### src/source/dfp_pkg.sv
////////////////////////////////////////////////////////////////////////////
// shared widths and counts for the front panel processor run control and
// panel scan logic. Every RTL block imports this package with a wildcard
////////////////////////////////////////////////////////////////////////////

package dfp_pkg;

   ////////////////////////////////////////////////////////////////////////////
   // front panel data bus
   ////////////////////////////////////////////////////////////////////////////

   // the FPD bus carries one byte per slot
   localparam int fpd_width = 8;

   // 32 slots are scanned, which covers every light group on the panel
   localparam int scan_slots = 32;

   // enough address bits to name each of the 32 slots
   localparam int slot_width = 5;

   // all light bytes side by side, slot 0 in the lowest byte
   localparam int lights_width = scan_slots * fpd_width;

   ////////////////////////////////////////////////////////////////////////////
   // processor clock generation
   ////////////////////////////////////////////////////////////////////////////

   // speed select picks a divide ratio of 2 to the power speed_sel
   localparam int speed_width = 3;

   // the divider must reach 2**7 - 1 for the slowest speed
   localparam int div_width = (1 << speed_width) - 1;

   // every fourth processor clock enable ends a microstep
   localparam int phases_per_ustep = 4;

   // phase counter runs 0 to 3
   localparam int phase_width = 2;

endpackage : dfp_pkg

### src/source/dfp_clock_gen.sv
////////////////////////////////////////////////////////////////////////////
// processor clock enable generator. Divides clk4 by a power of two picked
// with speed_sel and flags each fourth enable as a microstep boundary
////////////////////////////////////////////////////////////////////////////

`timescale 1ns/1ps

module dfp_clock_gen
   import dfp_pkg::*;
(
   input  logic                   clk4,
   input  logic                   rst_n,
   input  logic [speed_width-1:0] speed_sel,
   output logic                   fpclken_in,
   output logic                   fpustep_in
);

   // divider count, restarts at zero after each enable
   logic [div_width-1:0]   div_cnt;

   // terminal count of the divider for the speed now in use
   logic [div_width-1:0]   div_last;

   // speed in use, only updated when the divider wraps
   logic [speed_width-1:0] speed_q;

   // position of the current enable inside a microstep
   logic [phase_width-1:0] phase;

   logic                   div_wrap;
   logic                   phase_wrap;

   // 2**speed_q - 1, so speed 0 gives a terminal count of zero
   assign div_last = div_width'((32'd1 << speed_q) - 32'd1);

   assign div_wrap   = (div_cnt == div_last);
   assign phase_wrap = (phase == phase_width'(phases_per_ustep - 1));

   // one enable per divider period
   assign fpclken_in = div_wrap;

   // the boundary strobe rides on the enable that closes the microstep
   assign fpustep_in = div_wrap & phase_wrap;

   ////////////////////////////////////////////////////////////////////////////
   // divider
   ////////////////////////////////////////////////////////////////////////////

   // speed_q loads straight from the input during reset so the first
   // enable arrives one full period of the chosen speed later
   always_ff @(posedge clk4) begin
      if (!rst_n) begin
         div_cnt <= '0;
         speed_q <= speed_sel;
      end else if (div_wrap) begin
         div_cnt <= '0;
         // a new speed is only picked up here, never mid period
         speed_q <= speed_sel;
      end else begin
         div_cnt <= div_cnt + 1'b1;
      end
   end

   ////////////////////////////////////////////////////////////////////////////
   // microstep phase
   ////////////////////////////////////////////////////////////////////////////

   always_ff @(posedge clk4) begin
      if (!rst_n) begin
         phase <= '0;
      end else if (fpclken_in) begin
         if (phase_wrap)
            phase <= '0;
         else
            phase <= phase + 1'b1;
      end
   end

endmodule : dfp_clock_gen

### src/source/dfp_run_control.sv
////////////////////////////////////////////////////////////////////////////
// run control for the processor clock. Halts at instruction fetch, steps
// single instructions or microsteps and runs flat out during a reset
////////////////////////////////////////////////////////////////////////////

`timescale 1ns/1ps

module dfp_run_control (
   input  logic clk4,
   input  logic rst_n,
   input  logic step_nrun,
   input  logic fpfetch_nexec,
   input  logic nclr,
   input  logic nustep,
   input  logic nreset,
   input  logic nrsthold,
   input  logic fpclken_in,
   input  logic fpustep_in,
   output logic fpclken_out,
   output logic fpustep_out,
   output logic nwait
);

   // previous samples of the inputs whose edges matter
   logic fetch_q;
   logic nustep_q;
   logic nrsthold_q;

   // stepping means halted, ustepping grants one enable, resetting forces speed
   logic stepping;
   logic ustepping;
   logic resetting;
   logic stepping_d;
   logic ustepping_d;
   logic resetting_d;

   logic fetch_rise;
   logic nustep_fall;
   logic nrsthold_rise;
   logic halted;

   assign fetch_rise    = fpfetch_nexec & ~fetch_q;
   assign nustep_fall   = ~nustep & nustep_q;
   assign nrsthold_rise = nrsthold & ~nrsthold_q;

   ////////////////////////////////////////////////////////////////////////////
   // flag next state, nclr first then each flag by its own rules
   ////////////////////////////////////////////////////////////////////////////

   always_comb begin
      stepping_d  = stepping;
      ustepping_d = ustepping;
      resetting_d = resetting;
      if (!nclr) begin
         stepping_d  = 1'b0;
         ustepping_d = 1'b0;
         resetting_d = 1'b0;
      end else begin
         // the end of the reset hold wins over a reset line still low
         if (nrsthold_rise)
            resetting_d = 1'b0;
         else if (!nreset)
            resetting_d = 1'b1;
         // run request releases the halt, a fetch edge in step mode sets it
         if (!step_nrun)
            stepping_d = 1'b0;
         else if (fetch_rise)
            stepping_d = 1'b1;
         // the granted enable is consumed on the edge where it passes
         if (ustepping && fpclken_in)
            ustepping_d = 1'b0;
         else if (nustep_fall && stepping)
            ustepping_d = 1'b1;
      end
   end

   always_ff @(posedge clk4) begin
      if (!rst_n) begin
         // edge detectors start at the idle level so reset makes no edge
         fetch_q    <= 1'b1;
         nustep_q   <= 1'b1;
         nrsthold_q <= 1'b1;
         stepping   <= 1'b0;
         ustepping  <= 1'b0;
         resetting  <= 1'b0;
         nwait      <= 1'b1;
      end else begin
         fetch_q    <= fpfetch_nexec;
         nustep_q   <= nustep;
         nrsthold_q <= nrsthold;
         stepping   <= stepping_d;
         ustepping  <= ustepping_d;
         resetting  <= resetting_d;
         // hold the MCU off while a halt is pending, a microstep runs or a reset runs
         nwait      <= ~((step_nrun & ~stepping_d) | ustepping_d | resetting_d);
      end
   end

   ////////////////////////////////////////////////////////////////////////////
   // enable gating, same selection as the old '253 function table
   ////////////////////////////////////////////////////////////////////////////

   assign halted      = stepping & ~ustepping;
   assign fpclken_out = resetting | (fpclken_in & ~halted);
   assign fpustep_out = fpustep_in & (resetting | ~halted);

   // a halt that nothing releases must keep every enable blocked next cycle
   halt_blocks_clock : assert property (
      @(posedge clk4) disable iff (!rst_n)
      (halted && !resetting && nclr && step_nrun && nreset && !nustep_fall)
         |=> !fpclken_out
   );

endmodule : dfp_run_control

### src/source/dfp_scan_sequencer.sv
////////////////////////////////////////////////////////////////////////////
// FPD slot scan. Walks the 32 slots one per cycle for the panel lights and
// lets the DFP steal single cycles to read a slot, answered two cycles later
////////////////////////////////////////////////////////////////////////////

`timescale 1ns/1ps

module dfp_scan_sequencer
   import dfp_pkg::*;
(
   input  logic                  clk4,
   input  logic                  rst_n,
   input  logic                  rd_req,
   input  logic [slot_width-1:0] rd_slot,
   input  logic [fpd_width-1:0]  fpd_in,
   output logic [slot_width-1:0] slot_addr,
   output logic                  scan_strobe,
   output logic                  rd_valid,
   output logic [fpd_width-1:0]  rd_data
);

   // next slot the automatic scan will visit
   logic [slot_width-1:0] scan_cnt;

   // low for the first cycle out of reset so nothing is captured then
   logic                  scan_run;

   // a read owns the bus in this cycle
   logic                  rd_pend;
   logic [slot_width-1:0] rd_slot_q;

   ////////////////////////////////////////////////////////////////////////////
   // bus address
   ////////////////////////////////////////////////////////////////////////////

   // a pending read overrides the scan for exactly one cycle
   assign slot_addr   = rd_pend ? rd_slot_q : scan_cnt;

   // the latch only captures cycles that belong to the scan
   assign scan_strobe = scan_run & ~rd_pend;

   ////////////////////////////////////////////////////////////////////////////
   // scan counter
   ////////////////////////////////////////////////////////////////////////////

   // holding during a read keeps every slot in the rotation
   always_ff @(posedge clk4) begin
      if (!rst_n) begin
         scan_cnt <= '0;
         scan_run <= 1'b0;
      end else begin
         scan_run <= 1'b1;
         // 32 slots fill the counter so it wraps from 31 to 0 by itself
         if (scan_strobe)
            scan_cnt <= scan_cnt + 1'b1;
      end
   end

   ////////////////////////////////////////////////////////////////////////////
   // read pipeline
   ////////////////////////////////////////////////////////////////////////////

   // stage one drives the requested slot, stage two samples the bus
   always_ff @(posedge clk4) begin
      if (!rst_n) begin
         rd_pend  <= 1'b0;
         rd_valid <= 1'b0;
      end else begin
         rd_pend  <= rd_req;
         rd_valid <= rd_pend;
      end
   end

   // requested slot and its answer byte, qualified by rd_pend and rd_valid
   always_ff @(posedge clk4) begin
      if (rd_req)
         rd_slot_q <= rd_slot;
      if (rd_pend)
         rd_data <= fpd_in;
   end

   // every answer belongs to a request made exactly two edges before, and
   // the bus carried that requested slot in the cycle it was sampled
   read_answers_request : assert property (
      @(posedge clk4) disable iff (!rst_n)
      rd_valid |-> $past(rd_req, 2) && ($past(slot_addr) == $past(rd_slot, 2))
   );

   // the scan never drives its own slot while a read holds the bus
   read_stops_scan : assert property (
      @(posedge clk4) disable iff (!rst_n)
      rd_req |=> !scan_strobe && (slot_addr == $past(rd_slot))
   );

endmodule : dfp_scan_sequencer

### src/source/dfp_light_latch.sv
////////////////////////////////////////////////////////////////////////////
// panel light store. Keeps the last byte seen on the FPD bus for each of
// the 32 slots and presents them as one flat vector to the panel
////////////////////////////////////////////////////////////////////////////

`timescale 1ns/1ps

module dfp_light_latch
   import dfp_pkg::*;
(
   input  logic                    clk4,
   input  logic                    rst_n,
   input  logic [slot_width-1:0]   slot_addr,
   input  logic                    scan_strobe,
   input  logic [fpd_width-1:0]    fpd_in,
   output logic [lights_width-1:0] panel_lights
);

   // one byte per slot
   logic [fpd_width-1:0] lights [scan_slots];

   ////////////////////////////////////////////////////////////////////////////
   // capture
   ////////////////////////////////////////////////////////////////////////////

   // lights go dark on reset until the scan has filled them in
   always_ff @(posedge clk4) begin
      if (!rst_n) begin
         for (int i = 0; i < scan_slots; i++) begin
            lights[i] <= '0;
         end
      end else if (scan_strobe) begin
         // the DFP read cycles never land here, so their data is not shown
         lights[slot_addr] <= fpd_in;
      end
   end

   ////////////////////////////////////////////////////////////////////////////
   // flat output
   ////////////////////////////////////////////////////////////////////////////

   // slot n occupies bits n*8 up to n*8+7
   always_comb begin
      for (int i = 0; i < scan_slots; i++) begin
         panel_lights[i*fpd_width +: fpd_width] = lights[i];
      end
   end

endmodule : dfp_light_latch

### src/source/dfp_top.sv
////////////////////////////////////////////////////////////////////////////
// DFP run control and panel scan top level. Sits between the computer's
// clock and FPD bus and the DFP microcontroller
////////////////////////////////////////////////////////////////////////////

`timescale 1ns/1ps

module dfp_top
   import dfp_pkg::*;
(
   input  logic                    clk4,
   input  logic                    rst_n,

   // clock and run controls from the DFP microcontroller
   input  logic [speed_width-1:0]  speed_sel,
   input  logic                    step_nrun,
   input  logic                    nclr,
   input  logic                    nustep,

   // state and reset lines from the computer
   input  logic                    fpfetch_nexec,
   input  logic                    nreset,
   input  logic                    nrsthold,

   // FPD bus and the DFP read port
   input  logic [fpd_width-1:0]    fpd_in,
   input  logic                    rd_req,
   input  logic [slot_width-1:0]   rd_slot,

   output logic                    fpclken_out,
   output logic                    fpustep_out,
   output logic                    nwait,
   output logic [slot_width-1:0]   slot_addr,
   output logic                    rd_valid,
   output logic [fpd_width-1:0]    rd_data,
   output logic [lights_width-1:0] panel_lights
);

   // free running enables before the run control gates them
   logic fpclken_in;
   logic fpustep_in;

   // marks the scan cycles the light latch may capture
   logic scan_strobe;

   ////////////////////////////////////////////////////////////////////////////
   // processor clock path
   ////////////////////////////////////////////////////////////////////////////

   dfp_clock_gen u_clock_gen (
      .clk4       (clk4),
      .rst_n      (rst_n),
      .speed_sel  (speed_sel),
      .fpclken_in (fpclken_in),
      .fpustep_in (fpustep_in)
   );

   dfp_run_control u_run_control (
      .clk4          (clk4),
      .rst_n         (rst_n),
      .step_nrun     (step_nrun),
      .fpfetch_nexec (fpfetch_nexec),
      .nclr          (nclr),
      .nustep        (nustep),
      .nreset        (nreset),
      .nrsthold      (nrsthold),
      .fpclken_in    (fpclken_in),
      .fpustep_in    (fpustep_in),
      .fpclken_out   (fpclken_out),
      .fpustep_out   (fpustep_out),
      .nwait         (nwait)
   );

   ////////////////////////////////////////////////////////////////////////////
   // FPD scan path
   ////////////////////////////////////////////////////////////////////////////

   dfp_scan_sequencer u_scan_sequencer (
      .clk4        (clk4),
      .rst_n       (rst_n),
      .rd_req      (rd_req),
      .rd_slot     (rd_slot),
      .fpd_in      (fpd_in),
      .slot_addr   (slot_addr),
      .scan_strobe (scan_strobe),
      .rd_valid    (rd_valid),
      .rd_data     (rd_data)
   );

   // the latch watches the same slot address the computer is given
   dfp_light_latch u_light_latch (
      .clk4         (clk4),
      .rst_n        (rst_n),
      .slot_addr    (slot_addr),
      .scan_strobe  (scan_strobe),
      .fpd_in       (fpd_in),
      .panel_lights (panel_lights)
   );

endmodule : dfp_top

### config.mk
export PLATFORM = sky130hd
export DESIGN_NAME = dfp_top
export DESIGN_NICKNAME = d
export VERILOG_FILES = /design/src/source/dfp_pkg.sv /design/src/source/dfp_clock_gen.sv /design/src/source/dfp_run_control.sv /design/src/source/dfp_scan_sequencer.sv /design/src/source/dfp_light_latch.sv /design/src/source/dfp_top.sv
export SDC_FILE = /design/constraint.sdc
export NUM_CORES = 1
export LEC_CHECK = 0
export BUFFER_PORTS_ARGS = -buffer_cell sky130_fd_sc_hd__buf_2
export CAP_MARGIN = 20
export CORE_MARGIN = 1
export CORE_UTILIZATION = 50
export CTS_BUF_LIST = sky130_fd_sc_hd__clkbuf_16
export DETAILED_ROUTE_END_ITERATION = 10
export PLACE_DENSITY = 0.78
export SLEW_MARGIN = 15
export SYNTH_ARGS = -nofsm -noshare
export SYNTH_HDL_FRONTEND = slang
export SYNTH_SLANG_ARGS = --single-unit
### constraint.sdc
create_clock -name clk4 -period 7.55 [get_ports clk4]
set_input_delay 0.755 -clock clk4 [delete_from_list [all_inputs] [get_ports clk4]]
set_output_delay 0.755 -clock clk4 [all_outputs]
set_load 0.02 [all_outputs]
[Word-level counts from Yosys, hierarchy flattened]
Memories as Yosys holds them, arrays and structs flattened.
Index checks and enable logic that the tools add are counted.
Storage, ports and cells
  bits in read-only memories: 0
  memories kept: 1
  register bits: 40
  RAM bits: 256
  output and inout port bits: 273
  bits in latches: 0
Memories
  u_light_latch.lights: depth 32, bits a word 8, rd ports 32, clocked after Yosys merged registers in 0, write ports 32, RTL line dfp_light_latch.sv:20  | logic [fpd_width-1:0] lights [scan_slots];
Cells by class
  muxes and demuxes: 21
  reductions and logical operators: 4
  bitwise operators: 22
  order comparisons: 0
  div/mod/pow operators: 0
  $add $sub $neg: 4
  equality and inequality tests: 3
  shift-type cells: 1
  $mul: 0
Operators by type and width (number)
  $mux W1: 15
  $mux W5: 2
  $and A1 B1 Y1: 9
  $not A1 Y1: 9
  $mux W8: 1
  $reduce_or A8 Y1: 1
  $add A7 B1 Y7 const B: 1
  $eq A7 B7 Y1: 1
  $shl A1 B3 Y7 const A: 1
  $sub A7 B1 Y7 const B: 1
  $mux W3: 2
  $add A5 B1 Y5 const B: 1
  $or A1 B1 Y1: 4
  $add A2 B1 Y2 const B: 1
  $eq A2 B2 Y1 const B: 1
  $logic_and A1 B1 Y1: 2
  $mux W2: 1
  $ne A2 B1 Y1 const B: 1
  $reduce_or A2 Y1: 1

[Longest topological paths before layout]
Gate-level depths: netlist (run 1).
  word-level depth: 10
  mapped depth: 10

[By module]
Synthesis (run 1) repeated with hierarchy kept, for this count alone.
Second synthesis, totals
  cells, all modules: 783
  area total of the unflattened synthesis: 11671.2 sq um
Modules (own cells, without submodules)
  dfp_light_latch: sequential area each 7687.4 sq um, cells each 648, times used 1, area an instance 9987.1 sq um
  dfp_scan_sequencer: sequential area each 550.5 sq um, cells each 47, times used 1, area an instance 775.7 sq um
  dfp_clock_gen: sequential area each 270.3 sq um, cells each 62, times used 1, area an instance 620.6 sq um
  dfp_run_control: sequential area each 140.1 sq um, cells each 26, times used 1, area an instance 287.8 sq um

[Least setup slack after synthesis (run 1)]
Ideal clock, no wire load.
  kind: reg2out
  start: register u_clock_gen.speed_q[2]
  end: output fpustep_out
  path slack: 4.355 ns
  stages on the path, launching flop included: 10
  data required time: 6.795 ns
  arrival time: 2.440 ns
  path through: edfxtp_1 -> clkbuf_1 -> or3_1 -> ha_1 -> and4bb_2 -> nor3_2 -> xnor2_1 -> nor4_4 -> buf_6 -> o211a_1
Between the ends
  longest elaborated chain between the ends: 5
RTL lines
  start: declaration: RTL line dfp_clock_gen.sv:25  | logic [speed_width-1:0] speed_q;
  start signal: assignment: RTL line dfp_clock_gen.sv:54  | speed_q <= speed_sel;
  start signal: assignment: RTL line dfp_clock_gen.sv:58  | speed_q <= speed_sel;
  $shl A1 B3 Y7: RTL line dfp_clock_gen.sv:34  | assign div_last = div_width'((32'd1 << speed_q) - 32'd1);
  $sub A7 B1 Y7: RTL line dfp_clock_gen.sv:34
  $eq A7 B7 Y1: RTL line dfp_clock_gen.sv:36  | assign div_wrap = (div_cnt == div_last);
  $and A1 B1 Y1: RTL line dfp_clock_gen.sv:43  | assign fpustep_in = div_wrap & phase_wrap;
  $and A1 B1 Y1: RTL line dfp_run_control.sv:105  | assign fpustep_out = fpustep_in & (resetting | ~halted);
  end: declaration: RTL line dfp_top.sv:31  | output logic fpustep_out,
No other way between the ends.

[Worst setup path after layout (run 1)]
Same ends and word-level chain as after synthesis.

==> run metrics, run 1 <==
CTS sink count 296; Mapped Cells roughly 780; root buf cell clkbuf_16; crit end category output port; htree depth 1; dpl cells 1321; commonest cells after routing, fill and taps aside buf_2, edfxtp_1, and2_1; Crit-path slowest cell nor4_4; #FFs+latches synth approximately 300; max-slew violations 0; Hold EP u_scan_sequencer.rd_slot_q[0]; antenna-violating nets left 0; Initial Util 50.9%; Nets approximately 1100; outcome finished, final reports clean; CTS Buffer Depth 3; Clock Latency Late Sink 0.54 ns; Worst-Margin Slew ~1.1 ns; crit path launch u_clock_gen.speed_q[2]; Worst Path Max Fanout 14; RR Startpoint u_scan_sequencer.rd_pend; first-pass GRT wire length roughly 40 mm; DR WL/cell around 20 um; Non-Filler Instances 1380; post-cts sizing count 0; ys async rst share 0%; Worst Hold Class in -> reg; remaining global-route overflow 0; Fmax achieved roughly 240 MHz; total core area 0.0226 mm^2; drt total wl ~28 mm; Die W around 150 um; HPWL Detailed ~18 mm; largest net degree at the start of global routing 64; Setup WS post-layout roughly 3.3 ns; synthesized cell area between 0.01 and 0.015 mm^2; vias in the first global route 6707; critical path arrival around 3.5 ns; Syn Nets between 800 and 900; Placer Congestion around 0.80; final hold vios 0; Antenna Cells 0; Crit Path Category reg -> out; LEAKAGE 0.00596 uW; Rel. slew slack around a quarter; max_cap viols 0; antenna violations before repair 0; DR vias/cell 5.22; layout cells sized above 1 a little under a third; Die Y around 150 um; Num CTS Buffers 29; clock slew at reported path FFs about 0.06 ns; number of cell rows 55; syn avg cell area between 10 and 15 um^2; DRC Markers 0; setup_tns 0 ns; drt pass-1 iters 5; register area share after synthesis about three quarters; post-place setup slack roughly 3.3 ns; RSZ-0062 raised after global routing no; gr usage total a little under a quarter; worst path required time 6.80 ns; Area growth, synth to finish 22.6%; post-CTS setup buffer count 0; full die area 0.0237 mm^2; worst hold path startpoint rd_slot[0]; final core utilization 62.4%; initial drt markers approximately 460; Port Buf Inserts just under 300; Reg2Reg Depth 3; fin crit period about 4.2 ns; critical path's top delay family simple AND/OR/NAND/NOR gates; DR vias 7197; I/O pin cnt between 200 and 300; worst hold stages 1; Primary FF master, synth edfxtp_1; crit path cell chain or3_1 -> ha_1 -> and4bb_2 -> nor3_2 -> xnor2_1 -> nor4_4 -> o211a_1 -> buf_2; CTS tree built; number of synthesized flops with an enable pin ~270; Hold Buf Count CTS 0; setup violators final 0; Worst R2R End u_light_latch.lights[14][3]; Max stage delay on crit path around 0.7 ns; pwr/cell area about 240 mW/mm^2; most common cell after layout, fill and taps aside buf_2; Max VDD drop around 0.00018 V; Buf/Inv on CP 1; R2R Setup Slk 3.78 ns; Synth Warn # 0; count of cell types in the netlist 39; fin crit share between 50% and 60%; Clock Skew 0.0156 ns; Critical Path Source Type flip-flop
final cells by class:
type                            instances  area [um^2]
Clock buffer                           29          726
Clock inverter                         21          140
Fill cell                            1684         8510
Inverter                                7         26.3
Multi-Input combinational cell        434         2690
Sequential cell                       296         8650
Tap cell                              285          357
Timing Repair Buffer                  308         1550
how the worst max path moves through the flow:
stage                                        to  depth (start not counted)
detailed placement  u_light_latch.lights[11][0]                          3
CTS                                 fpustep_out                          8
global placement    u_light_latch.lights[11][0]                          3
global route                        fpustep_out                          8
floorplan                           fpustep_out                          9
finish                              fpustep_out                          8
power breakdown:
| group | switching (uW) | total, uW | internal (uW) |
|---|---|---|---|
| Clock | 577 | 1330 | 757 |
| Sequential | 26.6 | 1870 | 1850 |
| Combinational | 183 | 247 | 63.4 |
layer usage:
metal  GRT usage (%)  part of all wire (%)  vias up
li1                -                     -     3317
met1            29.5                    40     3480
met2            39.4                    49      348
met3            4.82                   8.6       52
met4            6.90                   2.7        0
met5               0                     0        -
synth_stat cells, types with 2 or more instances:
cell type | instances | area share (%)
mux2_2 | 2 | 0.20
dfxtp_1 | 24 | 4.2
nand2b_1 | 7 | 0.38
o32ai_1 | 3 | 0.23
and3_1 | 2 | 0.11
nor2b_1 | 3 | 0.16
nand2_1 | 22 | 0.72
edfxtp_1 | 272 | 71
inv_1 | 7 | 0.23
xor2_1 | 5 | 0.38
nand4_1 | 3 | 0.16
o211a_1 | 3 | 0.26
or3_1 | 3 | 0.16
o21ai_0 | 37 | 1.6
mux2i_1 | 4 | 0.35
ha_1 | 4 | 0.43
buf_2 | 2 | 0.087
nand3_1 | 4 | 0.17
nor2_1 | 36 | 1.2
xnor2_1 | 10 | 0.76
nor3b_1 | 8 | 0.52
and2_1 | 262 | 14
clkbuf_1 | 39 | 1.3
nand4b_1 | 2 | 0.15
cell families after synthesis:
family | after synthesis | synth area share [%]
simple gates | 360 | 18.7
xor+xnor | 15 | 1.14
mux | 6 | 0.543
buf+inv | 49 | 1.68
flops | 296 | 75.0
fa+ha+maj | 4 | 0.434
compound gates | 49 | 2.53
state kept, by name (all words and copies together), names as in the netlist:
register,flops
u_clock_gen.div_cnt,7
u_run_control.fetch_q,1
u_run_control.resetting,1
u_clock_gen.phase,2
u_run_control.nustep_q,1
u_scan_sequencer.rd_pend,1
u_scan_sequencer.rd_valid,1
u_clock_gen.speed_q,3
u_scan_sequencer.rd_data,8
u_run_control.nwait,1
u_run_control.nrsthold_q,1
u_run_control.stepping,1
u_scan_sequencer.rd_slot_q,5
u_scan_sequencer.scan_cnt,5
u_run_control.ustepping,1
u_scan_sequencer.scan_run,1
u_light_latch.lights,256
per-stage QoR:
stage               hold WS (ns)  instance area (um^2)  power [uW]
floorplan                  0.438                 11500        2050
global placement           0.446                 13200        2150
finish                     0.393                 14100        3460
global route               0.378                 14100        3550
detailed placement         0.458                 13200        2150
CTS                        0.378                 14100        3470
(Power assumes the default switching activity.)
==> inputs of run 2 (changes only) <==
- CORE_UTILIZATION: 50 -> 48
- clock period: 7.55 -> 3.8 ns (I/O delays scaled with it)
==> run metrics, run 2 (synthesized netlist as in run 1, its figures left out) <==
Clock Latency Late Sink 0.54 ns (about the same); Rel. slew slack 25.0% (-1.3 points); root buf cell clkbuf_16; Largest Register u_light_latch.lights; Gate power share 7.6% (+0.5 points); most common cell after layout, fill and taps aside buf_2; worst hold path startpoint speed_sel[0]; share of total power in sequential cells 54.9% (+0.7 points); placed cell area 0.0134 mm^2 (+1.6%); number of cell rows 56 (+1.8%); Buf/Inv on CP 2 (+1); Largest register FFs 256 (unchanged); Reg2Reg Depth 8 (+5); initial drt markers 433 (-5.5%); Worst-Margin Slew 1.11 ns (+0.0138 ns); Internal Power 5200 uW (+95%); Non-Filler Instances 1440 (+4.3%); final instance area 0.0144 mm^2 (+1.6%); Worst R2R End u_clock_gen.speed_q[0]; RSZ-0062 raised after global routing no; Num CTS Buffers 29 (unchanged); outcome finished, final reports clean; setup violators final 0 (unchanged); dpl cells 1378 (+4.3%); Crit Path Category reg -> out; Worst Path Max Fanout 14 (unchanged); CTS sink count 296 (unchanged); Switching Power 1570 uW (+100%); antenna violations before repair 0 (unchanged); fin crit share between 90% and 100%; critical path arrival 3.11 ns (-0.34 ns); Regs by FF count u_light_latch.lights: 256 flops, u_scan_sequencer.rd_data: 8 flops, u_clock_gen.div_cnt: 7 flops; CTS Buffer Depth 3 (unchanged); HPWL Detailed 18.1 mm (+1.2%); gr usage total 22.0% (-1.0 points); crit end category output port; fin crit period 3.49 ns; RR Startpoint u_clock_gen.speed_q[2]; Critical Path Source Type flip-flop; final core utilization 61.0% (-1.4 points); Fmax achieved 287 MHz; DRC Markers 0 (unchanged); drt total wl 27.6 mm (about the same); total power 6770 uW (+96%); first-pass GRT wire length 39.7 mm (-1.8%); htree depth 1 (unchanged); Area growth, synth to finish 24.6%; max_cap viols 0 (unchanged); setup_tns 0 ns (unchanged); layout cells sized above 1 33.1% (+1.1 points); DR vias/cell 5.00 (-4.2%); Hold EP u_clock_gen.speed_q[0]; Die Y 157 um (+2.0%); Antenna Cells 0 (unchanged); antenna-violating nets left 0 (unchanged); worst hold stages 1 (unchanged); clock slew at reported path FFs 0.06 ns (about the same); full die area 0.0246 mm^2 (+4.1%); Crit-path slowest cell edfxtp_1; Worst Hold Class in -> reg; final hold vios 0 (unchanged); Max stage delay on crit path 0.52 ns (-0.20 ns); Clock power frac 37.6% (-1.0 points); drt pass-1 iters 5 (unchanged); CTS tree built; pwr/cell area 472 mW/mm^2 (+93%); commonest cells after routing, fill and taps aside buf_2, edfxtp_1, and2_1; worst path required time 3.42 ns (-3.38 ns); Initial Util 49.0% (-2.0 points); Clock Skew 0.0145 ns (-0.00107 ns); max-slew violations 0 (unchanged); Max VDD drop 0.000273 V (+55%); Die W 157 um (+2.0%); Nets 1128 (+2.1%); LEAKAGE 0.00606 uW (+1.7%); DR vias 7195 (-0.028%); remaining global-route overflow 0 (unchanged); R2R Setup Slk 1.06 ns (-2.72 ns); crit path cell chain or3_1 -> ha_1 -> and4bb_2 -> nor3_2 -> xnor2_1 -> nor4_4 -> buf_4 -> o211a_1 -> buf_2; largest net degree at the start of global routing 41 (-36%); Sw Ratio 23.2% (+0.46 points); Port Buf Inserts 297 (unchanged); post-cts sizing count 0 (unchanged); total core area 0.0235 mm^2 (+4.0%); critical path's top delay family simple AND/OR/NAND/NOR gates; I/O pin cnt 298 (unchanged); DR WL/cell 19.1 um (-4.2%); Placer Congestion 0.801 (-0.30%); vias in the first global route 6682 (-0.37%)
run 2: changes by cell type in the layout (fill, tap and decap cells not counted), moves of 2 or more:
cell	change
buf_4	+22
dlygate4sd3_1	+6
clkbuf_2	-2
inv_1	-2
bufinv_16	-2
buf_2	-3
clkinv_2	+3
o21ai_1	-5
o21ai_0	+5
clkinv_4	+2
run 2: per-stage QoR:
step	hold WS, ns	setup WS [ns]
after floorplan	0.408	0.980
final	0.0242	0.314
after detailed placement	0.469	0.874
after global placement	0.446	0.950
after CTS	0.00195	0.294
after global routing	0.00671	0.159
run 2: worst max-delay path by stage:
| stage | start | endpoint | slack (ns) | cells after the start |
|---|---|---|---|---|
| floorplan | u_clock_gen.speed_q[2] | fpustep_out | 0.98 | 9 |
| global placement | u_clock_gen.speed_q[2] | fpustep_out | 0.95 | 9 |
| detailed placement | u_clock_gen.speed_q[2] | fpustep_out | 0.87 | 9 |
| CTS | u_clock_gen.speed_q[2] | fpustep_out | 0.29 | 9 |
| global route | u_clock_gen.speed_q[2] | fpustep_out | 0.16 | 9 |
| finish | u_clock_gen.speed_q[2] | fpustep_out | 0.31 | 9 |
run 2: repair_timing:
action                    in CTS  in global routing
hold buffers                   5                  1
hold endpoints to repair       5                  1
setup buffers                  0                  0
run 2: final cells by class:
cell class,count,area (um^2)
Clock buffer,29,726
Clock inverter,24,128
Fill cell,1766,9180
Inverter,7,26.3
Multi-Input combinational cell,434,2690
Sequential cell,296,8650
Tap cell,319,399
Timing Repair Buffer,331,1750
run 2: power by group through the flow:
stage	logic [uW]	clock network, uW	registers, uW
2_1_floorplan	145	0	3930
3_3_place_gp	502	0	3780
3_5_place_dp	508	0	3790
4_1_cts	513	2590	3720
5_1_grt	547	2710	3730
6_report	512	2550	3720
run 2: layer usage:
metal / up-vias / wire, um / global-route usage, %
met3: 43 / 1770 / 4.13
met5: - / 0 / 0
met1: 3491 / 11200 / 27.3
met2: 298 / 13900 / 38.5
li1: 3363 / - / -
met4: 0 / 790 / 7.66
==> inputs of run 3 (changes only) <==
- CAP_MARGIN: 20 -> unset
- CELL_PAD_IN_SITES_DETAIL_PLACEMENT: unset -> 0
- CELL_PAD_IN_SITES_GLOBAL_PLACEMENT: unset -> 1
- CORE_UTILIZATION: 48 -> 39
- PLACE_DENSITY: 0.78 -> 0.79
==> run metrics, run 3 (synthesized netlist as in run 1, its figures left out) <==
setup violators final 0 (unchanged); Die Y 174 um (+11%); Num CTS Buffers 30 (+3.4%); gr usage total 18.9% (-3.1 points); DR vias/cell 4.75 (-5.0%); max-slew violations 0 (unchanged); most common cell after layout, fill and taps aside buf_2; Antenna Cells 0 (unchanged); post-cts sizing count 0 (unchanged); Fmax achieved 290 MHz (+1.0%); Crit-path slowest cell edfxtp_1; pwr/cell area 476 mW/mm^2 (+0.85%); largest net degree at the start of global routing 59 (+44%); crit path cell chain or3_1 -> ha_1 -> and4bb_2 -> nor3_2 -> xnor2_1 -> nor4_4 -> buf_4 -> o211a_1 -> buf_2; CTS sink count 296 (unchanged); CTS Buffer Depth 3 (unchanged); Clock Skew 0.00636 ns (-0.00817 ns); clock slew at reported path FFs 0.06 ns (about the same); final core utilization 50.1% (-11 points); Area growth, synth to finish 25.5%; DR WL/cell 19.6 um (+2.3%); drt pass-1 iters 6 (+1); htree depth 1 (unchanged); Max stage delay on crit path 0.51 ns (about the same); I/O pin cnt 298 (unchanged); LEAKAGE 0.00607 uW (+0.12%); Largest Register u_light_latch.lights; DRC Markers 0 (unchanged); Placer Congestion 0.778 (-2.8%); number of cell rows 62 (+11%); final hold vios 0 (unchanged); placed cell area 0.0135 mm^2 (+0.74%); max_cap viols 0 (unchanged); Max VDD drop 0.000331 V (+21%); antenna violations before repair 1 (+1); setup_tns 0 ns (unchanged); CTS tree built; final instance area 0.0145 mm^2 (+0.72%); Critical Path Source Type flip-flop; worst path required time 3.42 ns (about the same); Highest Signal Layer met4; RSZ-0062 raised after global routing no; HPWL Detailed 19.1 mm (+5.7%); Nets 1127 (-0.089%); critical path arrival 3.07 ns (-0.04 ns); critical path's top delay family simple AND/OR/NAND/NOR gates; Crit Path Category reg -> out; fin crit period 3.45 ns (-0.0352 ns); crit end category output port; metal1 wirelength 12.5 mm (+12%); Die W 174 um (+11%); outcome finished, final reports clean; drt total wl 29.4 mm (+6.8%); Buf/Inv on CP 2 (unchanged); Rel. slew slack 23.9% (-1.2 points); routed wl met2 14.8 mm (+6.7%); Clock Latency Late Sink 0.54 ns (about the same); initial drt markers 478 (+10%); first-pass GRT wire length 42.5 mm (+7.2%); commonest cells after routing, fill and taps aside buf_2, edfxtp_1, and2_1; fin crit share 90.8% (-0.93 points); fillcell total 2516 (+42%); Initial Util 40.0% (-9.0 points); metal3 WL 1.85 mm (+4.5%); layout cells sized above 1 33.3% (+0.21 points); antenna-violating nets left 0 (unchanged); total power 6880 uW (+1.6%); root buf cell clkbuf_16; Regs by FF count u_light_latch.lights: 256 flops, u_scan_sequencer.rd_data: 8 flops, u_clock_gen.div_cnt: 7 flops; Worst Hold Class in -> reg; Worst Path Max Fanout 14 (unchanged); Largest register FFs 256 (unchanged); Worst-Margin Slew 1.13 ns (+0.0171 ns); full die area 0.0303 mm^2 (+23%); hold_ws 0.0212 ns (-0.00297 ns); DR vias 7139 (-0.78%); total core area 0.0289 mm^2 (+23%); Port Buf Inserts 297 (unchanged); vias in the first global route 6776 (+1.4%); remaining global-route overflow 0 (unchanged)
-- run 3: cell types whose count changed in the layout (fill, tap and decap cells not counted), moves of 3 or more --
cell      delta
clkinv_2     +3
buf_2        -4
inv_1        -3
buf_4        +3
-- run 3: worst paths after layout --
| path | start | to | slack (ns) | cells past startpoint |
|---|---|---|---|---|
| min | speed_sel[0] | u_clock_gen.speed_q[0] | 0.02 | 1 |
| max reg2reg | u_scan_sequencer.scan_run | u_light_latch.lights[2][6] | 1.07 | 3 |
| max | u_clock_gen.speed_q[2] | fpustep_out | 0.35 | 9 |
| min reg2reg | u_clock_gen.phase[1] | u_clock_gen.phase[1] | 0.46 | 2 |
-- run 3: per-stage QoR --
| stage | cells | worst slack, ns |
|---|---|---|
| 2_1_floorplan | 779 | 0.980 |
| 4_1_cts | 1504 | 0.317 |
| 3_5_place_dp | 1445 | 0.900 |
| 3_3_place_gp | 1445 | 0.948 |
| 5_1_grt | 1504 | 0.174 |
| 6_report | 1504 | 0.349 |
-- run 3: layout make-up --
cell class | count | area [um^2] | area share (%)
Sequential cell | 296 | 8650 | 59.8
Multi-Input combinational cell | 434 | 2690 | 18.6
Timing Repair Buffer | 329 | 1740 | 12.0
Clock buffer | 31 | 776 | 5.36
Tap cell | 384 | 480 | 3.32
Clock inverter | 23 | 108 | 0.744
Inverter | 7 | 26.3 | 0.182
-- run 3: per-layer routing --
layer | up-vias | global-route usage (%)
li1 | 3349 | -
met3 | 31 | 3.72
met5 | - | 0
met4 | 0 | 3.87
met2 | 250 | 33.0
met1 | 3509 | 24.2
-- run 3: report_power, final --
group          switching, uW  internal [uW]
combinational            374            141
clock                   1180           1460
sequential              50.6           3670
total                   1610           5280
-- run 3: repair_timing --
item / CTS / global route
setup buffers: 0 / 0
setup endpoints to repair: 0 / 0
endpoints found under the hold margin: 5 / 0
hold buffers: 5 / 0
